==> src/rtl/vga_pkg.sv <==
// Shared types for the game video path
// Width typedefs, color constants, winner stripe table and the raster structs

package vga_pkg;

  typedef logic [10:0] coord_t;       // Pixel or line counter
  typedef logic [11:0] rgb_t;         // 4 bits each of red, green, blue
  typedef logic [4:0]  stripe_idx_t;  // Stripe number on the winner screen

  localparam rgb_t WHITE  = 12'hfff;
  localparam rgb_t BLACK  = 12'h000;
  localparam rgb_t RED    = 12'hf00;
  localparam rgb_t GREEN  = 12'h0f0;
  localparam rgb_t BLUE   = 12'h00f;
  localparam rgb_t YELLOW = 12'hff0;

  localparam int NUM_STRIPES = 25;

  // Stripe colors from left to right, the last entry also covers the columns beyond it
  localparam rgb_t stripe_color [0:NUM_STRIPES-1] = '{
    YELLOW,  // 0
    RED,
    BLACK,
    GREEN,
    YELLOW,
    RED,     // 5
    BLUE,
    YELLOW,
    RED,
    YELLOW,
    BLACK,   // 10
    YELLOW,
    GREEN,
    RED,
    YELLOW,
    BLUE,    // 15
    BLACK,
    YELLOW,
    GREEN,
    RED,
    BLUE,    // 20
    YELLOW,
    YELLOW,
    GREEN,
    RED
  };

  // Raster position and timing flags of one pixel
  typedef struct packed {
    coord_t hcount;
    coord_t vcount;
    logic   hsync;
    logic   vsync;
    logic   hblnk;
    logic   vblnk;
  } vga_sig_t;

  // Raster signals together with the color drawn for that pixel
  typedef struct packed {
    vga_sig_t sig;
    rgb_t     rgb;
  } vga_px_t;

endpackage

==> src/rtl/vga_timing.sv <==
// Raster timing generator
// Free-running pixel and line counters with registered sync and blanking

`timescale 1ns/1ps

module vga_timing #(
  parameter int H_ACTIVE = 800,
  parameter int H_FP     = 40,
  parameter int H_SYNC   = 128,
  parameter int H_BP     = 88,
  parameter int V_ACTIVE = 600,
  parameter int V_FP     = 1,
  parameter int V_SYNC   = 4,
  parameter int V_BP     = 23
) (
  input  logic              clk,
  input  logic              rst,
  output vga_pkg::vga_sig_t tim
);

  import vga_pkg::*;

  localparam int H_TOTAL = H_ACTIVE + H_FP + H_SYNC + H_BP;
  localparam int V_TOTAL = V_ACTIVE + V_FP + V_SYNC + V_BP;

  localparam coord_t H_LAST     = coord_t'(H_TOTAL - 1);
  localparam coord_t V_LAST     = coord_t'(V_TOTAL - 1);
  localparam coord_t H_BLANK_ON = coord_t'(H_ACTIVE);
  localparam coord_t V_BLANK_ON = coord_t'(V_ACTIVE);
  localparam coord_t H_SYNC_ON  = coord_t'(H_ACTIVE + H_FP);
  localparam coord_t H_SYNC_OFF = coord_t'(H_ACTIVE + H_FP + H_SYNC);
  localparam coord_t V_SYNC_ON  = coord_t'(V_ACTIVE + V_FP);
  localparam coord_t V_SYNC_OFF = coord_t'(V_ACTIVE + V_FP + V_SYNC);

  logic     h_wrap;
  vga_sig_t tim_nxt;

  assign h_wrap = (tim.hcount == H_LAST);

  // Flags are derived from the next counter values so that
  // they line up with the counters once registered
  always_comb begin
    tim_nxt = tim;

    if (h_wrap) begin
      tim_nxt.hcount = '0;
      if (tim.vcount == V_LAST) begin
        tim_nxt.vcount = '0;
      end else begin
        tim_nxt.vcount = tim.vcount + 1'b1;
      end
    end else begin
      tim_nxt.hcount = tim.hcount + 1'b1;
    end

    tim_nxt.hblnk = (tim_nxt.hcount >= H_BLANK_ON);
    tim_nxt.vblnk = (tim_nxt.vcount >= V_BLANK_ON);
    tim_nxt.hsync = (tim_nxt.hcount >= H_SYNC_ON) && (tim_nxt.hcount < H_SYNC_OFF);
    tim_nxt.vsync = (tim_nxt.vcount >= V_SYNC_ON) && (tim_nxt.vcount < V_SYNC_OFF);
  end

  always_ff @(posedge clk) begin
    if (rst) begin
      tim <= '0;
    end else begin
      tim <= tim_nxt;
    end
  end

  // Counters stay inside the raster
  assert property (@(posedge clk) disable iff (rst)
    (tim.hcount < coord_t'(H_TOTAL)) && (tim.vcount < coord_t'(V_TOTAL)))
    else $error("raster counter outside the frame");

endmodule

==> src/rtl/draw_screen_winner.sv <==
// Winner screen renderer
// Vertical colored stripes inside a white border with a white center panel

`timescale 1ns/1ps

module draw_screen_winner #(
  parameter int H_ACTIVE = 800,
  parameter int V_ACTIVE = 600,
  parameter int STRIPE_W = 32,
  parameter int OUTER_W  = 40,
  parameter int OUTER_H  = 40,
  parameter int INNER_W  = 200,
  parameter int INNER_H  = 150
) (
  input  logic              clk,
  input  logic              rst,
  input  vga_pkg::vga_sig_t tim,
  output vga_pkg::vga_px_t  px
);

  import vga_pkg::*;

  // Outer rectangle, right edge inclusive and bottom edge exclusive
  localparam coord_t OUT_X0 = coord_t'(OUTER_W);
  localparam coord_t OUT_X1 = coord_t'(H_ACTIVE - OUTER_W);
  localparam coord_t OUT_Y0 = coord_t'(OUTER_H);
  localparam coord_t OUT_Y1 = coord_t'(V_ACTIVE - OUTER_H);

  // Inner panel, all edges inclusive
  localparam coord_t IN_X0 = coord_t'(INNER_W);
  localparam coord_t IN_X1 = coord_t'(H_ACTIVE - INNER_W);
  localparam coord_t IN_Y0 = coord_t'(INNER_H);
  localparam coord_t IN_Y1 = coord_t'(V_ACTIVE - INNER_H);

  localparam stripe_idx_t LAST_STRIPE = stripe_idx_t'(NUM_STRIPES - 1);

  coord_t      stripe_raw;
  stripe_idx_t stripe_idx;
  logic        outside_outer;
  logic        in_inner;
  rgb_t        rgb_nxt;

  always_comb begin
    stripe_raw = tim.hcount / coord_t'(STRIPE_W);
    if (stripe_raw > coord_t'(LAST_STRIPE)) begin
      stripe_idx = LAST_STRIPE;  // Everything past the last stripe keeps its color
    end else begin
      stripe_idx = stripe_idx_t'(stripe_raw);
    end
  end

  assign outside_outer = !((tim.hcount >= OUT_X0) && (tim.hcount <= OUT_X1) &&
                           (tim.vcount >= OUT_Y0) && (tim.vcount < OUT_Y1));

  assign in_inner = (tim.hcount >= IN_X0) && (tim.hcount <= IN_X1) &&
                    (tim.vcount >= IN_Y0) && (tim.vcount <= IN_Y1);

  always_comb begin
    rgb_nxt = stripe_color[stripe_idx];
    if (outside_outer || in_inner) begin
      rgb_nxt = WHITE;  // Border and panel cover the stripes
    end
  end

  always_ff @(posedge clk) begin
    if (rst) begin
      px <= '0;
    end else begin
      px.sig <= tim;
      px.rgb <= rgb_nxt;
    end
  end

  // The table lookup never runs past its last entry
  assert property (@(posedge clk) disable iff (rst)
    stripe_idx <= LAST_STRIPE)
    else $error("stripe index beyond the color table");

endmodule

==> src/rtl/draw_screen_idle.sv <==
// Idle screen renderer
// Two-color checkerboard drawn from the raster position

`timescale 1ns/1ps

module draw_screen_idle #(
  parameter int CHECK_SHIFT = 5
) (
  input  logic              clk,
  input  logic              rst,
  input  vga_pkg::vga_sig_t tim,
  output vga_pkg::vga_px_t  px
);

  import vga_pkg::*;

  logic odd_square;
  rgb_t rgb_nxt;

  // Squares are 2**CHECK_SHIFT pixels on a side
  assign odd_square = tim.hcount[CHECK_SHIFT] ^ tim.vcount[CHECK_SHIFT];

  always_comb begin
    if (odd_square) begin
      rgb_nxt = BLUE;
    end else begin
      rgb_nxt = BLACK;
    end
  end

  always_ff @(posedge clk) begin
    if (rst) begin
      px <= '0;
    end else begin
      px.sig <= tim;
      px.rgb <= rgb_nxt;
    end
  end

endmodule

==> src/rtl/screen_select.sv <==
// Screen selector
// Latches the screen choice once per frame, picks that pixel and blanks it

`timescale 1ns/1ps

module screen_select #(
  parameter int V_ACTIVE = 600
) (
  input  logic             clk,
  input  logic             rst,
  input  logic             winner,
  input  vga_pkg::vga_px_t win_px,
  input  vga_pkg::vga_px_t idle_px,
  output vga_pkg::vga_px_t px
);

  import vga_pkg::*;

  localparam coord_t FIRST_BLANK_LINE = coord_t'(V_ACTIVE);

  logic    frame_edge;
  logic    show_winner;
  vga_px_t sel_px;

  // First pixel of the first blank line, nothing visible changes here
  assign frame_edge = (win_px.sig.hcount == '0) && (win_px.sig.vcount == FIRST_BLANK_LINE);

  always_ff @(posedge clk) begin
    if (rst) begin
      show_winner <= 1'b0;
    end else if (frame_edge) begin
      show_winner <= winner;
    end
  end

  assign sel_px = show_winner ? win_px : idle_px;

  always_ff @(posedge clk) begin
    if (rst) begin
      px <= '0;
    end else begin
      px.sig <= sel_px.sig;
      if (sel_px.sig.hblnk || sel_px.sig.vblnk) begin
        px.rgb <= BLACK;
      end else begin
        px.rgb <= sel_px.rgb;
      end
    end
  end

  // Both renderers must stay aligned on the same raster position
  assert property (@(posedge clk) disable iff (rst)
    win_px.sig == idle_px.sig)
    else $error("renderer outputs out of step");

endmodule

==> src/rtl/game_display_top.sv <==
// Top level of the game video output
// Timing generator, winner and idle renderers and the screen selector

`timescale 1ns/1ps

module game_display_top #(
  parameter int H_ACTIVE    = 800,
  parameter int H_FP        = 40,
  parameter int H_SYNC      = 128,
  parameter int H_BP        = 88,
  parameter int V_ACTIVE    = 600,
  parameter int V_FP        = 1,
  parameter int V_SYNC      = 4,
  parameter int V_BP        = 23,
  parameter int STRIPE_W    = 32,
  parameter int OUTER_W     = 40,
  parameter int OUTER_H     = 40,
  parameter int INNER_W     = 200,
  parameter int INNER_H     = 150,
  parameter int CHECK_SHIFT = 5
) (
  input  logic             clk,
  input  logic             rst,
  input  logic             winner,
  output vga_pkg::vga_px_t px
);

  import vga_pkg::*;

  vga_sig_t tim;
  vga_px_t  win_px;
  vga_px_t  idle_px;

  vga_timing #(
    .H_ACTIVE(H_ACTIVE), .H_FP(H_FP), .H_SYNC(H_SYNC), .H_BP(H_BP),
    .V_ACTIVE(V_ACTIVE), .V_FP(V_FP), .V_SYNC(V_SYNC), .V_BP(V_BP)
  ) i_vga_timing (
    .clk(clk),
    .rst(rst),
    .tim(tim)
  );

  draw_screen_winner #(
    .H_ACTIVE(H_ACTIVE), .V_ACTIVE(V_ACTIVE), .STRIPE_W(STRIPE_W),
    .OUTER_W(OUTER_W), .OUTER_H(OUTER_H), .INNER_W(INNER_W), .INNER_H(INNER_H)
  ) i_draw_screen_winner (
    .clk(clk),
    .rst(rst),
    .tim(tim),
    .px (win_px)
  );

  draw_screen_idle #(
    .CHECK_SHIFT(CHECK_SHIFT)
  ) i_draw_screen_idle (
    .clk(clk),
    .rst(rst),
    .tim(tim),
    .px (idle_px)
  );

  screen_select #(
    .V_ACTIVE(V_ACTIVE)
  ) i_screen_select (
    .clk    (clk),
    .rst    (rst),
    .winner (winner),
    .win_px (win_px),
    .idle_px(idle_px),
    .px     (px)
  );

endmodule

==> config.mk <==
export PLATFORM = sky130hd
export DESIGN_NAME = game_display_top
export DESIGN_NICKNAME = d
export VERILOG_FILES = /design/src/rtl/vga_pkg.sv /design/src/rtl/vga_timing.sv /design/src/rtl/draw_screen_winner.sv /design/src/rtl/draw_screen_idle.sv /design/src/rtl/screen_select.sv /design/src/rtl/game_display_top.sv
export SDC_FILE = /design/constraint.sdc
export NUM_CORES = 1
export LEC_CHECK = 0
export ABC_AREA = 1
export CAP_MARGIN = 20
export CORE_UTILIZATION = 43
export DETAILED_ROUTE_END_ITERATION = 10
export DONT_BUFFER_PORTS = 1
export PLACE_DENSITY = 0.54
export RECOVER_POWER = 50
export SYNTH_ARGS = -nofsm -noshare
export SYNTH_HDL_FRONTEND = slang
export SYNTH_SLANG_ARGS = --single-unit
==> constraint.sdc <==
create_clock -name clk -period 2.6 [get_ports clk]
set_clock_uncertainty 0.05 [all_clocks]
set_input_delay 0.39 -clock clk [delete_from_list [all_inputs] [get_ports clk]]
set_output_delay 0.39 -clock clk [all_outputs]
set_load 0.02 [all_outputs]
==> results.tsv <==
stage	metric	value	unit
timing	Pins Over Slew Limit	0	
synth	sequential fraction of the synthesis area	45.9	%
min_path	worst hold path class	in2reg	
timing	Final Hold Violating Endpoints	0	
clock_network	post-cts sizing count	0	
cells_and_area	area of the multi-input gates	1590	sq um
placement	post-DP HPWL	5990	um
timing	setup violators final	0	
critical_path	CP Class	reg2reg	
synth	share of the synthesized area in the top cell type	45.9	%
synth	leading area contributor after synthesis	dfxtp_1	
synth	Synth top cells by count	111 x nor2_1, 86 x dfxtp_1, 80 x inv_1	
synth	ys async rst share	0	%
critical_path	Largest delay share family, worst path	compound AO/OA/AOI/OAI gates	
min_path	HP Start	rst	
synth	EDFF count, synth	0	
die	CORE AREA	8340	sq um
synth	Yosys cell types	33	
die	Initial Utilization	45.0	%
clock_network	Skew-Pair Late Insertion Delay	0.36	ns
cells_and_area	Storage cell area	1720	sq um
drt	Routed Antenna Nets	0	
synth	synthesized-area fraction occupied by adder cells	2.33	%
critical_path	buffers plus inverters on the worst setup path	3	
run	Max Cap Viol	0	
cells_and_area	layout cell share with drive strength beyond 1	7.13	%
die	Die Width	95.4	um
drt	average wire per standard cell	13.2	um
cells_and_area	Area growth syn-to-layout	5.30	%
global_route	layer with the highest usage	met2	
critical_path	CP Cell Sequence	inv_4 > nand2_2 > o31ai_1 > inv_1 > nor2_1 > inv_1 > ha_1 > nand2_1 > nand3_1 > a21oi_1 > a21oi_1	
drt	number of vias per cell	4.88	
clock_network	# H-tree levels	3	
clock_network	Post CTS Setup Buffer Count	0	
critical_path	CP peak stage delay	0.41	ns
power_and_ir_drop	LEAKAGE	0.00173	uW
global_route	largest net degree at the start of global routing	79	
synth	multiplexer share of the synthesized area	0	%
global_route	first-pass GRT wire length	14300	um
timing	Slew headroom	49.8	%
synth	Compound-Gate Fraction of Synth Area	5.80	%
timing	Tightest Pin Transition	0.753	ns
synth	mapped cell area	3750	sq um
critical_path	crit end category	flop	
power_and_ir_drop	Power Total	2280	uW
synth	largest family of logic cells by synthesized area	simple AND/OR/NAND/NOR gates	
timing	Final min period	2.16	ns
clock_network	CTS max path bufs	2	
synth	top post-synthesis cells by area	dfxtp_1 46%, nor2_1 11%, inv_1 8.0%, nand2_1 7.0%, nand3_1 4.9%	
timing	fmax	464	MHz
cells_and_area	fin nets	510	
critical_path	CP required	2.80	ns
placement	PortBufs	0	
die	Die Y	95.4	um
drt	Detailed Route Iter0 Violations	252	
global_route	met2 Resource Use GR	30.9	%
timing	setup TNS	0	ns
cells_and_area	ANT cells	0	
synth	top_reg_cell synth	dfxtp_1	
synth	most common cell in the netlist	nor2_1	
critical_path	CP Launch Point	i_vga_timing.tim[22]$_SDFF_PP0_	
synth	post-synthesis instance total	509	
timing	RSZ-0062 raised after global routing	false	
clock_network	clk sinks	86	
timing	worst hold margin	0.0505	ns
global_route	vias in the first global route	2903	
die	row count	33	
timing	PnR worst setup slack	0.444	ns
run_status	status	finished, final reports clean	
clock_network	Reg clk slew, reported paths	0.09	ns
drt	Remaining DRCs	0	
clock_network	number of buffers created by CTS	9	
critical_path	CP Launch Type	flop	
global_route	initial antenna violation count	0	
die	Die Area	9100	sq um
critical_path	CP Data Arrival Time	2.36	ns
synth	syn_area_per_cell	7.37	sq um
global_route	global route total overflow	0	
drt	DR pass1 iterations	4	
global_route	GRT Resource Usage Total	20.5	%
synth	Net Count, Synth	519	
power_and_ir_drop	Peak VDD IR	0.000288	V
synth	Seq cells post-synth	86	
global_route	met1 usage	29.4	%
die	io pins	41	
placement	pre-CTS setup slack	0.479	ns
clock_network	CTS tree	yes	
synth	YS warnings	0	
critical_path	reg2reg start	i_vga_timing.tim[22]$_SDFF_PP0_	
power_and_ir_drop	PwrDens	576	nW/um^2
placement	GP Congestion	0.939	
timing	crit share post-route	82.9	%
critical_path	CP max stage cell	dfxtp_1	
drt	Vias	2975	
cells_and_area	Fill cells	858	
synth	XOR/XNOR Fraction of Synth Area	0.934	%
clock_network	clk root buf	clkbuf_8	
drt	Total Wirelength	8080	um
global_route	grt met3 use	2.87	%
clock_network	Hold Buf Count CTS	0	
critical_path	Crit Path Max Fanout	9	
synth	simple-gate share of the synthesized area	33.4	%
## cells in the final DEF, fill, tap and decap left out, drive strengths merged
master    Yosys  final
clkinvlp      0      1
xor2          4      4
nor4          2      2
a31oi         2      2
o21a          1      1
clkbuf        8     10
clkinv        0      2
nor3         12     12
nor2        116    116
a2111oi       1      1
a21oi        13     13
nand3b        4      4
nand3        39     39
nor3b         2      2
inv          84     87
o31ai         1      1
nand4        12     12
nand2        80     80
dfxtp        86     86
and2          2      2
o21ai        18     18
ha            7      7
o211ai        3      3
## per-stage QoR
| step | util, % | area (sq um) | cells |
|---|---|---|---|
| floorplan | - | 3750 | 509 |
| global placement | 45.2 | 3770 | 594 |
| detailed placement | 45.2 | 3770 | 594 |
| CTS | 47.5 | 3960 | 610 |
| global route | 47.4 | 3950 | 610 |
| finish | 47.4 | 3950 | 610 |
## sequential cells by signal, summed over array words and instances, names as in the netlist
register and count:
i_screen_select.show_winner 1, i_draw_screen_winner.px 3, i_draw_screen_idle.px 27, i_screen_select.px 29
i_vga_timing.tim 26
## logic make-up (layout without fill, tap and decap cells)
kind of cell,count (synthesis),after routing
fa+ha+maj,7,7
xor+xnor,4,4
flops,86,86
simple gates,269,269
compound gates,39,39
buf+inv,104,100
## worst paths after layout
kind / to / slack [ns] / cells past startpoint
setup / recovery: i_draw_screen_winner.px[10]$_SDFF_PP0_ / 0.44 / 11
hold / removal: i_vga_timing.tim[16]$_SDFF_PP0_ / 0.05 / 1
setup reg to reg: i_draw_screen_winner.px[10]$_SDFF_PP0_ / 0.44 / 11
hold reg to reg: i_screen_select.px[26]$_SDFF_PP0_ / 0.36 / 2
## power by group
group	internal, uW	leakage (uW)	total (uW)	switching [uW]
clock	391	0.0000954	915	524
combinational	8.97	0.000942	25.5	16.6
sequential	1330	0.000695	1340	9.21
total	1730	0.00173	2280	550
## area by class of cell
type,instances,area share (%)
inverters,84,8.11
well taps,105,3.32
multi-input cells,319,40.2
clock inverters,6,1.36
clock buffers,10,3.48
flip-flops and latches,86,43.6
## routing by layer
layer | part of all wire [%] | up-vias
met5 | 0 | -
met4 | 1.3 | 0
met1 | 52 | 1346
li1 | - | 1562
met3 | 3.6 | 10
met2 | 43 | 57
(Power assumes the default switching activity.)
